## src/design/bank_mem_pkg.sv

```systemverilog
`default_nettype none

package bank_mem_pkg;

  // Two request ports, index 0 reads and index 1 writes
  localparam int unsigned NumPorts = 2;

  // Number of memory banks, power of two so the select has no holes
  localparam int unsigned NumBanks = 4;

  // Memory word and byte enable sizes
  localparam int unsigned DataWidth = 32;
  localparam int unsigned StrbWidth = DataWidth / 8;

  // Byte offset inside a word sits below the bank select
  localparam int unsigned BankSelOffset = $clog2(StrbWidth);
  localparam int unsigned BankSelWidth  = $clog2(NumBanks);

  // Word address inside a single bank
  localparam int unsigned WordAddrWidth = 10;

  // Full port byte address, offset then bank select then word address
  localparam int unsigned AddrWidth = BankSelOffset + BankSelWidth + WordAddrWidth;

  // Read latency of one bank in cycles, at least 1
  localparam int unsigned MemLatency = 2;

  typedef logic [AddrWidth-1:0]     byte_addr_t;
  typedef logic [WordAddrWidth-1:0] word_addr_t;
  typedef logic [BankSelWidth-1:0]  bank_sel_t;
  typedef logic [DataWidth-1:0]     data_t;
  typedef logic [StrbWidth-1:0]     strb_t;

  // Write port payload
  typedef struct packed {
    byte_addr_t addr;
    data_t      wdata;
    strb_t      wstrb;
  } wr_req_t;

  // Request as a bank sees it
  typedef struct packed {
    // Word address inside the bank
    word_addr_t addr;
    // High for writes
    logic       we;
    data_t      wdata;
    // Byte enables, only meaningful when we is set
    strb_t      wstrb;
  } bank_req_t;

  // Arbiter priority, names the port that wins the next contention
  typedef enum logic {
    PortRd = 1'b0,
    PortWr = 1'b1
  } port_e;

endpackage

`default_nettype wire

```

## src/design/addr_decoder.sv

```systemverilog
`timescale 1ns/1ps
`default_nettype none

module addr_decoder (
  // Read port request
  input  bank_mem_pkg::byte_addr_t                                         rd_addr_i,
  input  logic                                                             rd_valid_i,
  output logic                                                             rd_ready_o,
  // Write port request
  input  bank_mem_pkg::wr_req_t                                            wr_req_i,
  input  logic                                                             wr_valid_i,
  output logic                                                             wr_ready_o,
  // Per port, per bank readiness from the arbiters
  input  logic [bank_mem_pkg::NumPorts-1:0][bank_mem_pkg::NumBanks-1:0]    bank_ready_i,
  // Per port request toward the arbiters
  output bank_mem_pkg::bank_req_t [bank_mem_pkg::NumPorts-1:0]             port_req_o,
  output logic [bank_mem_pkg::NumPorts-1:0][bank_mem_pkg::NumBanks-1:0]    bank_valid_o,
  // Accept strobe and its bank, for the response path
  output logic [bank_mem_pkg::NumPorts-1:0]                                accept_o,
  output bank_mem_pkg::bank_sel_t [bank_mem_pkg::NumPorts-1:0]             accept_sel_o
);
  import bank_mem_pkg::*;

  // Both ports gathered into arrays indexed by port
  byte_addr_t [NumPorts-1:0] port_addr;
  data_t      [NumPorts-1:0] port_wdata;
  strb_t      [NumPorts-1:0] port_wstrb;
  logic       [NumPorts-1:0] port_valid;
  logic       [NumPorts-1:0] port_ready;

  // Read port carries no write data
  assign port_addr[PortRd]  = rd_addr_i;
  assign port_wdata[PortRd] = '0;
  assign port_wstrb[PortRd] = '0;
  assign port_valid[PortRd] = rd_valid_i;

  assign port_addr[PortWr]  = wr_req_i.addr;
  assign port_wdata[PortWr] = wr_req_i.wdata;
  assign port_wstrb[PortWr] = wr_req_i.wstrb;
  assign port_valid[PortWr] = wr_valid_i;

  assign rd_ready_o = port_ready[PortRd];
  assign wr_ready_o = port_ready[PortWr];

  for (genvar p = 0; p < NumPorts; p++) begin : gen_port
    bank_sel_t sel;
    word_addr_t word_addr;

    // Low bits above the byte offset pick the bank
    assign sel = port_addr[p][BankSelOffset +: BankSelWidth];
    // Everything above the select is the word address inside the bank
    assign word_addr = port_addr[p][BankSelOffset + BankSelWidth +: WordAddrWidth];

    // Write enable follows the port identity
    assign port_req_o[p] = bank_req_t'{
      addr:  word_addr,
      we:    (p == PortWr),
      wdata: port_wdata[p],
      wstrb: port_wstrb[p]
    };

    // One-hot valid toward the selected bank only
    assign bank_valid_o[p] = {{(NumBanks-1){1'b0}}, port_valid[p]} << sel;

    // Port ready is the ready of the bank it points at
    assign port_ready[p] = bank_ready_i[p][sel];

    // Handshake on this port, reported with its bank
    assign accept_o[p]     = port_valid[p] & port_ready[p];
    assign accept_sel_o[p] = sel;
  end

endmodule

`default_nettype wire

```

## src/design/bank_arbiter.sv

```systemverilog
`timescale 1ns/1ps
`default_nettype none

module bank_arbiter (
  input  logic                                                  clk_i,
  input  logic                                                  arst_n_i,
  // Requests from both ports toward this bank
  input  bank_mem_pkg::bank_req_t [bank_mem_pkg::NumPorts-1:0]  req_i,
  input  logic [bank_mem_pkg::NumPorts-1:0]                     valid_i,
  output logic [bank_mem_pkg::NumPorts-1:0]                     ready_o,
  // Bank side
  output bank_mem_pkg::bank_req_t                               mem_req_o,
  output logic                                                  mem_valid_o,
  input  logic                                                  mem_ready_i
);
  import bank_mem_pkg::*;

  // Port that wins the next contention
  port_e prio_q;
  // Grant held while the bank stalls a request
  logic  lock_q;
  port_e lock_port_q;
  // Port granted this cycle
  port_e grant;

  logic contend;
  logic stall;
  logic xfer;

  assign contend = &valid_i;

  always_comb begin
    if (lock_q) begin
      // Keep the stalled request on the bank, payload must not change
      grant = lock_port_q;
    end else if (contend) begin
      grant = prio_q;
    end else if (valid_i[PortWr]) begin
      grant = PortWr;
    end else begin
      // Read port by default, also covers the idle case
      grant = PortRd;
    end
  end

  // Bank sees the granted port only
  assign mem_req_o   = req_i[grant];
  assign mem_valid_o = valid_i[grant];

  // Only the granted port gets the bank ready
  always_comb begin
    ready_o        = '0;
    ready_o[grant] = mem_ready_i;
  end

  assign stall = mem_valid_o & ~mem_ready_i;
  assign xfer  = mem_valid_o & mem_ready_i;

  always_ff @(posedge clk_i or negedge arst_n_i) begin
    if (!arst_n_i) begin
      prio_q      <= PortRd;
      lock_q      <= 1'b0;
      lock_port_q <= PortRd;
    end else begin
      // Lock as long as the bank holds the request off
      lock_q <= stall;
      if (stall) begin
        lock_port_q <= grant;
      end
      // Round robin: winner of a contended transfer yields next time
      if (xfer && contend) begin
        prio_q <= (grant == PortRd) ? PortWr : PortRd;
      end
    end
  end

endmodule

`default_nettype wire

```

## src/design/bank_mem_xbar.sv

```systemverilog
`timescale 1ns/1ps
`default_nettype none

module bank_mem_xbar (
  input  logic                                                  clk_i,
  input  logic                                                  arst_n_i,
  // Read port
  input  bank_mem_pkg::byte_addr_t                              rd_addr_i,
  input  logic                                                  rd_valid_i,
  output logic                                                  rd_ready_o,
  output logic                                                  rd_rsp_valid_o,
  output bank_mem_pkg::data_t                                   rd_rdata_o,
  // Write port
  input  bank_mem_pkg::wr_req_t                                 wr_req_i,
  input  logic                                                  wr_valid_i,
  output logic                                                  wr_ready_o,
  output logic                                                  wr_rsp_valid_o,
  // Memory banks
  output bank_mem_pkg::bank_req_t [bank_mem_pkg::NumBanks-1:0]  mem_req_o,
  output logic [bank_mem_pkg::NumBanks-1:0]                     mem_valid_o,
  input  logic [bank_mem_pkg::NumBanks-1:0]                     mem_ready_i,
  input  bank_mem_pkg::data_t [bank_mem_pkg::NumBanks-1:0]      mem_rdata_i
);
  import bank_mem_pkg::*;

  // Decoder side, indexed port first
  bank_req_t [NumPorts-1:0]                port_req;
  logic      [NumPorts-1:0][NumBanks-1:0]  port_bank_valid;
  logic      [NumPorts-1:0][NumBanks-1:0]  port_bank_ready;

  // Arbiter side, indexed bank first
  logic      [NumBanks-1:0][NumPorts-1:0]  bank_port_valid;
  logic      [NumBanks-1:0][NumPorts-1:0]  bank_port_ready;

  // Accepts for the response path
  logic      [NumPorts-1:0]                accept;
  bank_sel_t [NumPorts-1:0]                accept_sel;

  // Address split and port readiness
  addr_decoder i_addr_decoder (
    .rd_addr_i    ( rd_addr_i       ),
    .rd_valid_i   ( rd_valid_i      ),
    .rd_ready_o   ( rd_ready_o      ),
    .wr_req_i     ( wr_req_i        ),
    .wr_valid_i   ( wr_valid_i      ),
    .wr_ready_o   ( wr_ready_o      ),
    .bank_ready_i ( port_bank_ready ),
    .port_req_o   ( port_req        ),
    .bank_valid_o ( port_bank_valid ),
    .accept_o     ( accept          ),
    .accept_sel_o ( accept_sel      )
  );

  for (genvar b = 0; b < NumBanks; b++) begin : gen_bank
    // Transpose valids into the arbiter and readies back out
    for (genvar p = 0; p < NumPorts; p++) begin : gen_port
      assign bank_port_valid[b][p] = port_bank_valid[p][b];
      assign port_bank_ready[p][b] = bank_port_ready[b][p];
    end

    // Every arbiter sees both port payloads, valids differ per bank
    bank_arbiter i_bank_arbiter (
      .clk_i       ( clk_i              ),
      .arst_n_i    ( arst_n_i           ),
      .req_i       ( port_req           ),
      .valid_i     ( bank_port_valid[b] ),
      .ready_o     ( bank_port_ready[b] ),
      .mem_req_o   ( mem_req_o[b]       ),
      .mem_valid_o ( mem_valid_o[b]     ),
      .mem_ready_i ( mem_ready_i[b]     )
    );
  end

  // Fixed latency return of read data and write acks
  rsp_router i_rsp_router (
    .clk_i          ( clk_i          ),
    .arst_n_i       ( arst_n_i       ),
    .accept_i       ( accept         ),
    .accept_sel_i   ( accept_sel     ),
    .mem_rdata_i    ( mem_rdata_i    ),
    .rd_rsp_valid_o ( rd_rsp_valid_o ),
    .rd_rdata_o     ( rd_rdata_o     ),
    .wr_rsp_valid_o ( wr_rsp_valid_o )
  );

endmodule

`default_nettype wire

```

## src/design/rsp_router.sv

```systemverilog
`timescale 1ns/1ps
`default_nettype none

module rsp_router (
  input  logic                                                  clk_i,
  input  logic                                                  arst_n_i,
  // Accepted requests per port and the bank they went to
  input  logic [bank_mem_pkg::NumPorts-1:0]                     accept_i,
  input  bank_mem_pkg::bank_sel_t [bank_mem_pkg::NumPorts-1:0]  accept_sel_i,
  // Read data of every bank
  input  bank_mem_pkg::data_t [bank_mem_pkg::NumBanks-1:0]      mem_rdata_i,
  // Read response
  output logic                                                  rd_rsp_valid_o,
  output bank_mem_pkg::data_t                                   rd_rdata_o,
  // Write acknowledge
  output logic                                                  wr_rsp_valid_o
);
  import bank_mem_pkg::*;

  // One pipeline entry, a request in flight and its bank
  typedef struct packed {
    logic      valid;
    bank_sel_t sel;
  } rsp_tag_t;

  // Stage 0 is the newest, stage MemLatency-1 lines up with the bank data
  rsp_tag_t [NumPorts-1:0][MemLatency-1:0] tag_q;
  rsp_tag_t [NumPorts-1:0]                 tag_out;

  always_ff @(posedge clk_i or negedge arst_n_i) begin
    if (!arst_n_i) begin
      tag_q <= '0;
    end else begin
      for (int p = 0; p < NumPorts; p++) begin
        // New entry every cycle, valid only on an accept
        tag_q[p][0] <= rsp_tag_t'{valid: accept_i[p], sel: accept_sel_i[p]};
        for (int s = 1; s < MemLatency; s++) begin
          tag_q[p][s] <= tag_q[p][s-1];
        end
      end
    end
  end

  // Oldest stage of each port
  for (genvar p = 0; p < NumPorts; p++) begin : gen_tap
    assign tag_out[p] = tag_q[p][MemLatency-1];
  end

  // Read data comes from the bank the read went to
  assign rd_rsp_valid_o = tag_out[PortRd].valid;
  assign rd_rdata_o     = mem_rdata_i[tag_out[PortRd].sel];

  // Writes only need the acknowledge
  assign wr_rsp_valid_o = tag_out[PortWr].valid;

endmodule

`default_nettype wire

```

## config.mk

```make
export PLATFORM = sky130hd
export DESIGN_NAME = bank_mem_xbar
export DESIGN_NICKNAME = d
export VERILOG_FILES = /design/src/design/bank_mem_pkg.sv /design/src/design/addr_decoder.sv /design/src/design/bank_arbiter.sv /design/src/design/bank_mem_xbar.sv /design/src/design/rsp_router.sv
export SDC_FILE = /design/constraint.sdc
export NUM_CORES = 1
export LEC_CHECK = 0
export ABC_AREA = 1
export BUFFER_PORTS_ARGS = -buffer_cell sky130_fd_sc_hd__buf_2
export CAP_MARGIN = 20
export CORE_AREA = 2 2 168 170
export CTS_BUF_LIST = sky130_fd_sc_hd__clkbuf_8
export DETAILED_ROUTE_END_ITERATION = 12
export DIE_AREA = 0 0 170 172
export HOLD_SLACK_MARGIN = 0.05
export MAX_ROUTING_LAYER = met4
export PLACE_DENSITY = 0.45
export SLEW_MARGIN = 20
export SYNTH_ARGS = -nofsm -noshare
export SYNTH_HDL_FRONTEND = slang
export SYNTH_SLANG_ARGS = --single-unit
```

## constraint.sdc

```tcl
create_clock -name clk_i -period 1.4 [get_ports clk_i]
set_input_delay 0.21 -clock clk_i [delete_from_list [all_inputs] [get_ports clk_i]]
set_output_delay 0.21 -clock clk_i [all_outputs]
set_load 0.01 [all_outputs]
```

# == Yosys cells after proc, flatten, opt, wreduce, memory -nomap -nowiden ==
# Cells that the tools add are included.
# classes
n_bitwise,18
order_cmp,11
mux,46
n_shift,2
n_reduce_logical,12
# op_table
operator,n
47-bit two-way mux,8
32-bit binary-select mux with 2-bit select,1
32-bit two-way mux,1
1-bit two-way mux,30
1-bit bitwise AND,10
"2-bit by 3-bit < comparator with 1-bit output, second input constant",3
2-bit bitwise AND,4
1-bit logical AND,8
"1-bit by 2-bit < comparator with 1-bit output, second input constant",4
2-bit AND reduction,4
1-bit by 2-bit << shifter with 4-bit output,2
1-bit binary-select mux with 2-bit select,2
1-bit demux with 1-bit select,4
"1-bit greater-or-equal comparator, second input constant",4
1-bit NOT,4
# totals
regBits,20
inputBits,200
output_inout_bits,228

# == Depth between registers and ports, before layout ==
# Gate-level depths: netlist of the first run.
# logic_depth
ltp_word,12
ltp_mapped,10
ltp_nobuf,9

# == Hierarchy ==
# Synthesis of the first run repeated with hierarchy kept, for this count alone.
# unflattened
hier_cells,1226
hier_area_um2,5759.3
# by_module_without_submodules
mod,n_inst,area_per_inst_um2,cells_each,seq_area_each_um2
bank_arbiter,4,774.5,178,75.1
rsp_router,1,1762.9,382,200.2
addr_decoder,1,898.4,132,0.0

# == Worst setup path before layout of the first run ==
# No wires, ideal clock.
# synth_path
kind,register to output
startpoint,"reg i_rsp_router.tag_q, in the netlist i_rsp_router.tag_out[0]"
endpoint,out rd_rdata_o[10]
arrival_time_ns,1.214
slack_ns,-0.024
stages_incl_launch_ff,6
cell_sequence,dfrtp_1 buf_2 clkinv_1 clkbuf_1 nor2_1 o22ai_1
# synth_between
elab_chain_cells,2
# synth_lines
element,line_no,rtl
start: declaration,rsp_router.sv:27,rsp_tag_t [NumPorts-1:0][MemLatency-1:0] tag_q;
start signal: indexed assignment,rsp_router.sv:36,"tag_q[p][0] <= rsp_tag_t'{valid: accept_i[p], sel: accept_sel_i[p]};"
start signal: indexed assignment,rsp_router.sv:38,tag_q[p][s] <= tag_q[p][s-1];
32-bit binary-select mux with 2-bit select,rsp_router.sv:51,assign rd_rdata_o = mem_rdata_i[tag_out[PortRd].sel];
32-bit two-way mux (not written as such),rsp_router.sv:51,
end: declaration,bank_mem_xbar.sv:12,"output bank_mem_pkg::data_t rd_rdata_o,"
# Every way passes these cells. The select of a mux whose other input is x is not followed.

==> results.cfg, run 1 <==
[drt]
dr_total_vias = 5977
firstDrtPassIters = 5
drt_iter0_markers = 219
drt-vias-per-instance = 4.13
avgRoutedWirePerCell_um = 15.4
drc = 0
postRouteAntennaNets = 0
drt_wl_total_um = 22300

[layout]
drive_above_1_share_pct = 64.3
fin_nets = 1302
regArea_um2 = 503
fillerInstances = 3051
fin_util_pct = 28.2
multi_input_area_um2 = 2800
syn2layout_area_growth_pct = 132

[synthesis]
ys_seq_elements = 20
yosys_most_used_dff = dfrtp_1
synth_cells = 622
synth_top_area_share_pct = 21.4
synth_top_area_cell = nor2_1
ys_async_sr_fraction_pct = 100
yosys_warnings = 0
yosysMostFrequentCell = nor2_1
syn_area_per_cell_um2 = 5.37
yosys-top-cells-area = nor2_1 (21%), dfrtp_1 (15%), o21ai_0 (12%)
synth_seq_area_share_pct = 15.0
yosysUniqueCellTypes = 26
synth_common_cells = nor2_1 (190), o21ai_0 (79), nand2_1 (73)
synth-edff-count = 0
synthesis.area_um2 = 3340
syn_nets = 822

[floorplan]
die_w_um = 170
start_util_pct = 12.2
die-height_um = 172
dieArea_um2 = 29200
ios = 428
core_area_um2 = 27500
rows = 61

[critical_path]
startpoint_type = flip-flop
r2r_setup_slack_ns = 0.06
critPathKind = reg -> out
timing.rr.start = gen_bank[0].i_bank_arbiter.prio_q
ff2ff_path_depth = 8
cp_max_fo = 12
cp.arrival_ns = 1.54
cp.required_ns = 1.19
r2r_end = gen_bank[0].i_bank_arbiter.lock_port_q
crit_path_end_kind = output port

[timing]
grt_setup_unrepaired = yes
max_freq_ghz = 0.571
setup_viol = 226
final_hold_viol_count = 0
max_slew_margin_pct = 68.1
period_share_pct = 125
drv_slew = 0
tightest_slew_ns = 0.479
finClkSkew_ns = 0.00665
setup_ws_ns = -0.352
min_period_ns = 1.75

[min_path]
hold_start = rd_addr_i[3]
hold_path_class = in -> reg
holdPathStages = 1
hold_end = i_rsp_router.tag_q[1]

[grt]
grt_max_degree = 24
grt_pass1_vias = 5345
antenna_found_initial = 1
grtUsageTotal_pct = 13.1
grt_pass1_wl_um = 29100
grt-ovfl-total = 0

[cts]
insertion_delay_ns = 0.27
path_clk_slew_ns = 0.08
clkSinkCount = 20
cts_made_buffers = 3
root_buffer = clkbuf_8
cts_buffer_depth = 2
cts_tree = done
cts_max_level = 1

[pwr]
peakVddDrop_v = 0.000223
p_total_uw = 3560
cellPowerDensity_nw_per_um2 = 459
power_leakage_uw = 0.00431

[status]
failed_checks = setup timing
status = finished, violations left

[place]
gp_congestion = 0.800
dp_slack_ns = -0.210
dp_hpwl_um = 15500
port_buffers = 423

[job]
max_cap_violations = 0
-- logic make-up (layout without fill, tap and decap cells) --
group	count (synthesis)	count (layout)	share of synthesized area (%)
buffers and inverters	126	605	18.1
AOI/OAI and AO/OA	142	142	22.5
and+or+nand+nor	334	334	44.4
DFF	20	20	15.0
other	0	1	0
-- placed cells by master (no fill, tap or decap), drive strengths merged --
master,count
clkinv,3
o22ai,32
nand3,22
nand4,3
o21ai,107
nor2,223
dlygate4sd3,1
a21oi,3
nand2,80
nor3,3
diode,1
nand3b,3
inv,75
dfrtp,20
clkbuf,14
buf,512
-- registers in the layout, indices dropped and copies added (netlist names) --
| register | flops |
|---|---|
| i_rsp_router.tag_out | 2 |
| i_rsp_router.tag_q | 4 |
| i_rsp_router.rd_rsp_valid_o | 1 |
| i_rsp_router.wr_rsp_valid_o | 1 |
| gen_bank.i_bank_arbiter.lock_port_q | 4 |
| gen_bank.i_bank_arbiter.lock_q | 4 |
| gen_bank.i_bank_arbiter.prio_q | 4 |
-- routing by layer --
metal	up-vias	global-route usage (%)	share of wire, %
li1	2932	-	-
met1	2691	14.3	38
met2	329	25.5	54
met3	25	1.44	7.1
met4	0	2.56	1.7
met5	-	-	0
-- per-stage QoR --
stage                     hold WS [ns]  TNS (ns)  cells  area (um^2)
after floorplan                -0.0856    -0.201    622         3340
after detailed placement         0.202    -29.24   1410         6240
after global placement           0.198    -29.30   1410         6240
final                            0.148    -63.03   1448         7760
after CTS                        0.144    -64.34   1432         7080
after global routing             0.146    -82.65   1448         7760
-- how the worst max path moves through the flow --
stage,start,endpoint,cells past startpoint
floorplan,i_rsp_router.tag_out[0],rd_rdata_o[10],5
global placement,wr_req_i[39],mem_req_o[19],10
detailed placement,wr_req_i[39],mem_req_o[24],10
CTS,gen_bank[2].i_bank_arbiter.prio_q,mem_req_o[102],8
global route,gen_bank[3].i_bank_arbiter.prio_q,wr_ready_o,9
finish,gen_bank[3].i_bank_arbiter.lock_q,mem_req_o[152],7
-- report_power, final --
| group | internal (uW) | switching (uW) | total (uW) |
|---|---|---|---|
| clock network | 251 | 210 | 461 |
| registers | 632 | 34.4 | 667 |
| logic | 1130 | 1300 | 2430 |
-- worst max-delay path, stage by stage, from the launching register on --
cell and delay, ns:
dfrtp_1 0.39, nor2_1 0.11, nand2_2 0.11, nand2_8 0.13
clkinv_8 0.10, buf_12 0.16, nor2_1 0.11, buf_2 0.14
-- layout make-up --
| type | count | area share, % |
|---|---|---|
| Antenna cell | 1 | 0.0323 |
| Clock buffer | 4 | 0.710 |
| Inverter | 78 | 4.39 |
| Multi-Input combinational cell | 476 | 36.1 |
| Sequential cell | 20 | 6.48 |
| Tap cell | 346 | 5.58 |
| Timing Repair Buffer | 523 | 46.7 |
-- what timing repair did --
item                                   4_1_cts  5_1_grt
hold buffers                                 1        0
endpoints found under the hold margin       20        0
setup endpoints to repair                  226      229
gates resized for setup                    179      123
pin swaps                                   24       30
buffers inserted                             8        5
cloned                                       9       10
Power figures use the tool's default switching activity.
==> inputs of run 2 (changes only) <==
--- a/config.mk
+++ b/config.mk
@@ -7,14 +7,13 @@
 export LEC_CHECK = 0
 export ABC_AREA = 1
 export BUFFER_PORTS_ARGS = -buffer_cell sky130_fd_sc_hd__buf_2
-export CAP_MARGIN = 20
-export CORE_AREA = 2 2 168 170
+export CORE_AREA = 2 2 167 169
 export CTS_BUF_LIST = sky130_fd_sc_hd__clkbuf_8
 export DETAILED_ROUTE_END_ITERATION = 12
-export DIE_AREA = 0 0 170 172
+export DIE_AREA = 0 0 169 171
 export HOLD_SLACK_MARGIN = 0.05
 export MAX_ROUTING_LAYER = met4
-export PLACE_DENSITY = 0.45
+export PLACE_DENSITY = 0.44
 export SLEW_MARGIN = 20
 export SYNTH_ARGS = -nofsm -noshare
 export SYNTH_HDL_FRONTEND = slang
==> constraint.sdc (replaced) <==
create_clock -name clk_i -period 2.05 [get_ports clk_i]
set_input_delay 0.3075 -clock clk_i [delete_from_list [all_inputs] [get_ports clk_i]]
set_output_delay 0.3075 -clock clk_i [all_outputs]
set_load 0.01 [all_outputs]
==> run 2 against run 1 <==
Compared with the run above: utilization down 6.5 points; sequential share of layout area is 2.0 points higher; first-iteration DRC count decreased by 9.6%; global-route usage shrank 2.4 points; cell count is 5.0% lower; critical path depth decreased by 2; worst setup slack gained 0.44 ns; highest routed layer unchanged; the run now ends clean; sequential cell count unchanged; clock power down 34%.
==> results.cfg, run 2 (synthesis gave the netlist of run 1 again) <==
[drt]
drt-vias-per-instance = 3.95
dr_total_vias = 5433
drc = 0
drt_wl_total_um = 17400
drt_iter0_markers = 198
avgRoutedWirePerCell_um = 12.6
postRouteAntennaNets = 0
firstDrtPassIters = 4

[pwr]
clkPwrFrac_pct = 15.7
combPwrFrac_pct = 60.8
p_total_uw = 1930
peakVddDrop_v = 0.000177
p_switching_uw = 838
seq_power_share_pct = 23.4
internal_power_uw = 1090
power_leakage_uw = 0.00360
netSwitchingFraction_pct = 43.4
cellPowerDensity_nw_per_um2 = 325

[layout]
drive_above_1_share_pct = 49.0
stdcell_count = 1375
syn2layout_area_growth_pct = 78.1
fin_nets = 1228
fillerInstances = 3151
final_cell_mix = buf_2 (423), nor2_1 (190), o21ai_0 (78)
final_common_cell = buf_2

[floorplan]
die_w_um = 169
dieArea_um2 = 28900
ios = 428
start_util_pct = 12.2
die-height_um = 171
rows = 61
core_area_um2 = 27300

[timing]
final_hold_viol_count = 0
setup_ws_ns = 0.0845
drv_slew = 0
setup_viol = 0
max_freq_ghz = 0.509
max_slew_margin_pct = 69.1
period_share_pct = 95.9
setup_tns_ns = 0
tightest_slew_ns = 0.463
grt_setup_unrepaired = no
min_period_ns = 1.97
finClkSkew_ns = 0.00472

[cts]
cts_made_buffers = 3
cts_tree = done
clkSinkCount = 20
insertion_delay_ns = 0.26
path_clk_slew_ns = 0.08
cts_max_level = 1
root_buffer = clkbuf_8
cts_buffer_depth = 2
cts_setup_buffers = 0

[place]
dp_slack_ns = 0.162
gp_congestion = 0.766
port_buffers = 423
dp.cells = 1368
dp_hpwl_um = 14400

[grt]
grt_pass1_vias = 4781
grt-ovfl-total = 0
antenna_found_initial = 3
grt_max_degree = 65
grt_pass1_wl_um = 24300
grtUsageTotal_pct = 10.7

[critical_path]
r2r_end = gen_bank[1].i_bank_arbiter.lock_port_q
r2r_setup_slack_ns = 0.73
cp_slowest_cell = dfrtp_2
crit_buf_inv = 3
cp.required_ns = 1.74
critPathKind = reg -> out
startpoint_type = flip-flop
path_cells = clkinv_1 -> buf_12 -> o21ai_0 -> o22ai_1 -> buf_2
max_stage_delay_ns = 0.41
cp_max_fo = 64
ff2ff_path_depth = 8
cp.arrival_ns = 1.66
crit_start = i_rsp_router.tag_out[0]
cp_num_cells = 5
timing.rr.start = gen_bank[1].i_bank_arbiter.lock_q
crit_end = rd_rdata_o[29]
crit_path_end_kind = output port
critPathTopFamily = compound AO/OA/AOI/OAI gates

[job]
max_cap_violations = 0

[status]
status = finished, final reports clean

[min_path]
hold_path_class = in -> reg
run 2: cell count changes in the layout (fill, tap and decap cells not counted), sizes merged:
| cell | delta |
|---|---|
| inv | +2 |
| buf | -64 |
| clkbuf | -10 |
| diode | +1 |
| clkinv | -2 |
run 2: cell type report:
cell class	count	area [um^2]	area share, %
diodes	2	5.00	0.0842
clock buffers	4	55.1	0.926
repair buffers	449	2410	40.6
inverters	78	298	5.01
flip-flops and latches	20	502	8.44
multi-input cells	476	2240	37.7
well taps	346	433	7.28
run 2: how the worst min path moves through the flow:
| stage | startpoint | to | slack (ns) | cells after the start |
|---|---|---|---|---|
| 2_1_floorplan | arst_n_i | gen_bank[0].i_bank_arbiter.lock_port_q | 0.01 | 0 |
| 3_3_place_gp | arst_n_i | gen_bank[1].i_bank_arbiter.lock_q | 0.29 | 1 |
| 3_5_place_dp | arst_n_i | gen_bank[1].i_bank_arbiter.lock_port_q | 0.30 | 1 |
| 4_1_cts | rd_addr_i[2] | i_rsp_router.tag_q[0] | 0.26 | 1 |
| 5_1_grt | rd_addr_i[2] | i_rsp_router.tag_q[0] | 0.26 | 1 |
| 6_report | rd_addr_i[3] | i_rsp_router.tag_q[1] | 0.27 | 1 |
run 2: metrics by stage:
stage / util (%) / area (um^2) / hold WS (ns)
finish: 21.8 / 5950 / 0.270
CTS: 21.7 / 5940 / 0.261
global route: 21.8 / 5950 / 0.259
global placement: 21.5 / 5870 / 0.292
floorplan: - / 3340 / 0.0119
detailed placement: 21.5 / 5870 / 0.295
run 2: what timing repair did:
| action | CTS | global route |
|---|---|---|
| endpoints found under the setup margin | 0 | 3 |
| gates resized for setup | 0 | 2 |
| hold buffers | 1 | 0 |
| hold endpoints to repair | 20 | 0 |
run 2: power by group through the flow:
stage	Combinational, uW	Clock [uW]	Sequential, uW
floorplan	608	0	455
global placement	1190	0	461
detailed placement	1180	0	460
CTS	1190	325	453
global route	1300	334	458
finish	1170	304	453
run 2: routing by layer:
layer,track usage [%],routed length [um]
met1,11.1,6530
met2,20.9,9060
met3,1.53,1440
met4,2.97,327
met5,-,0
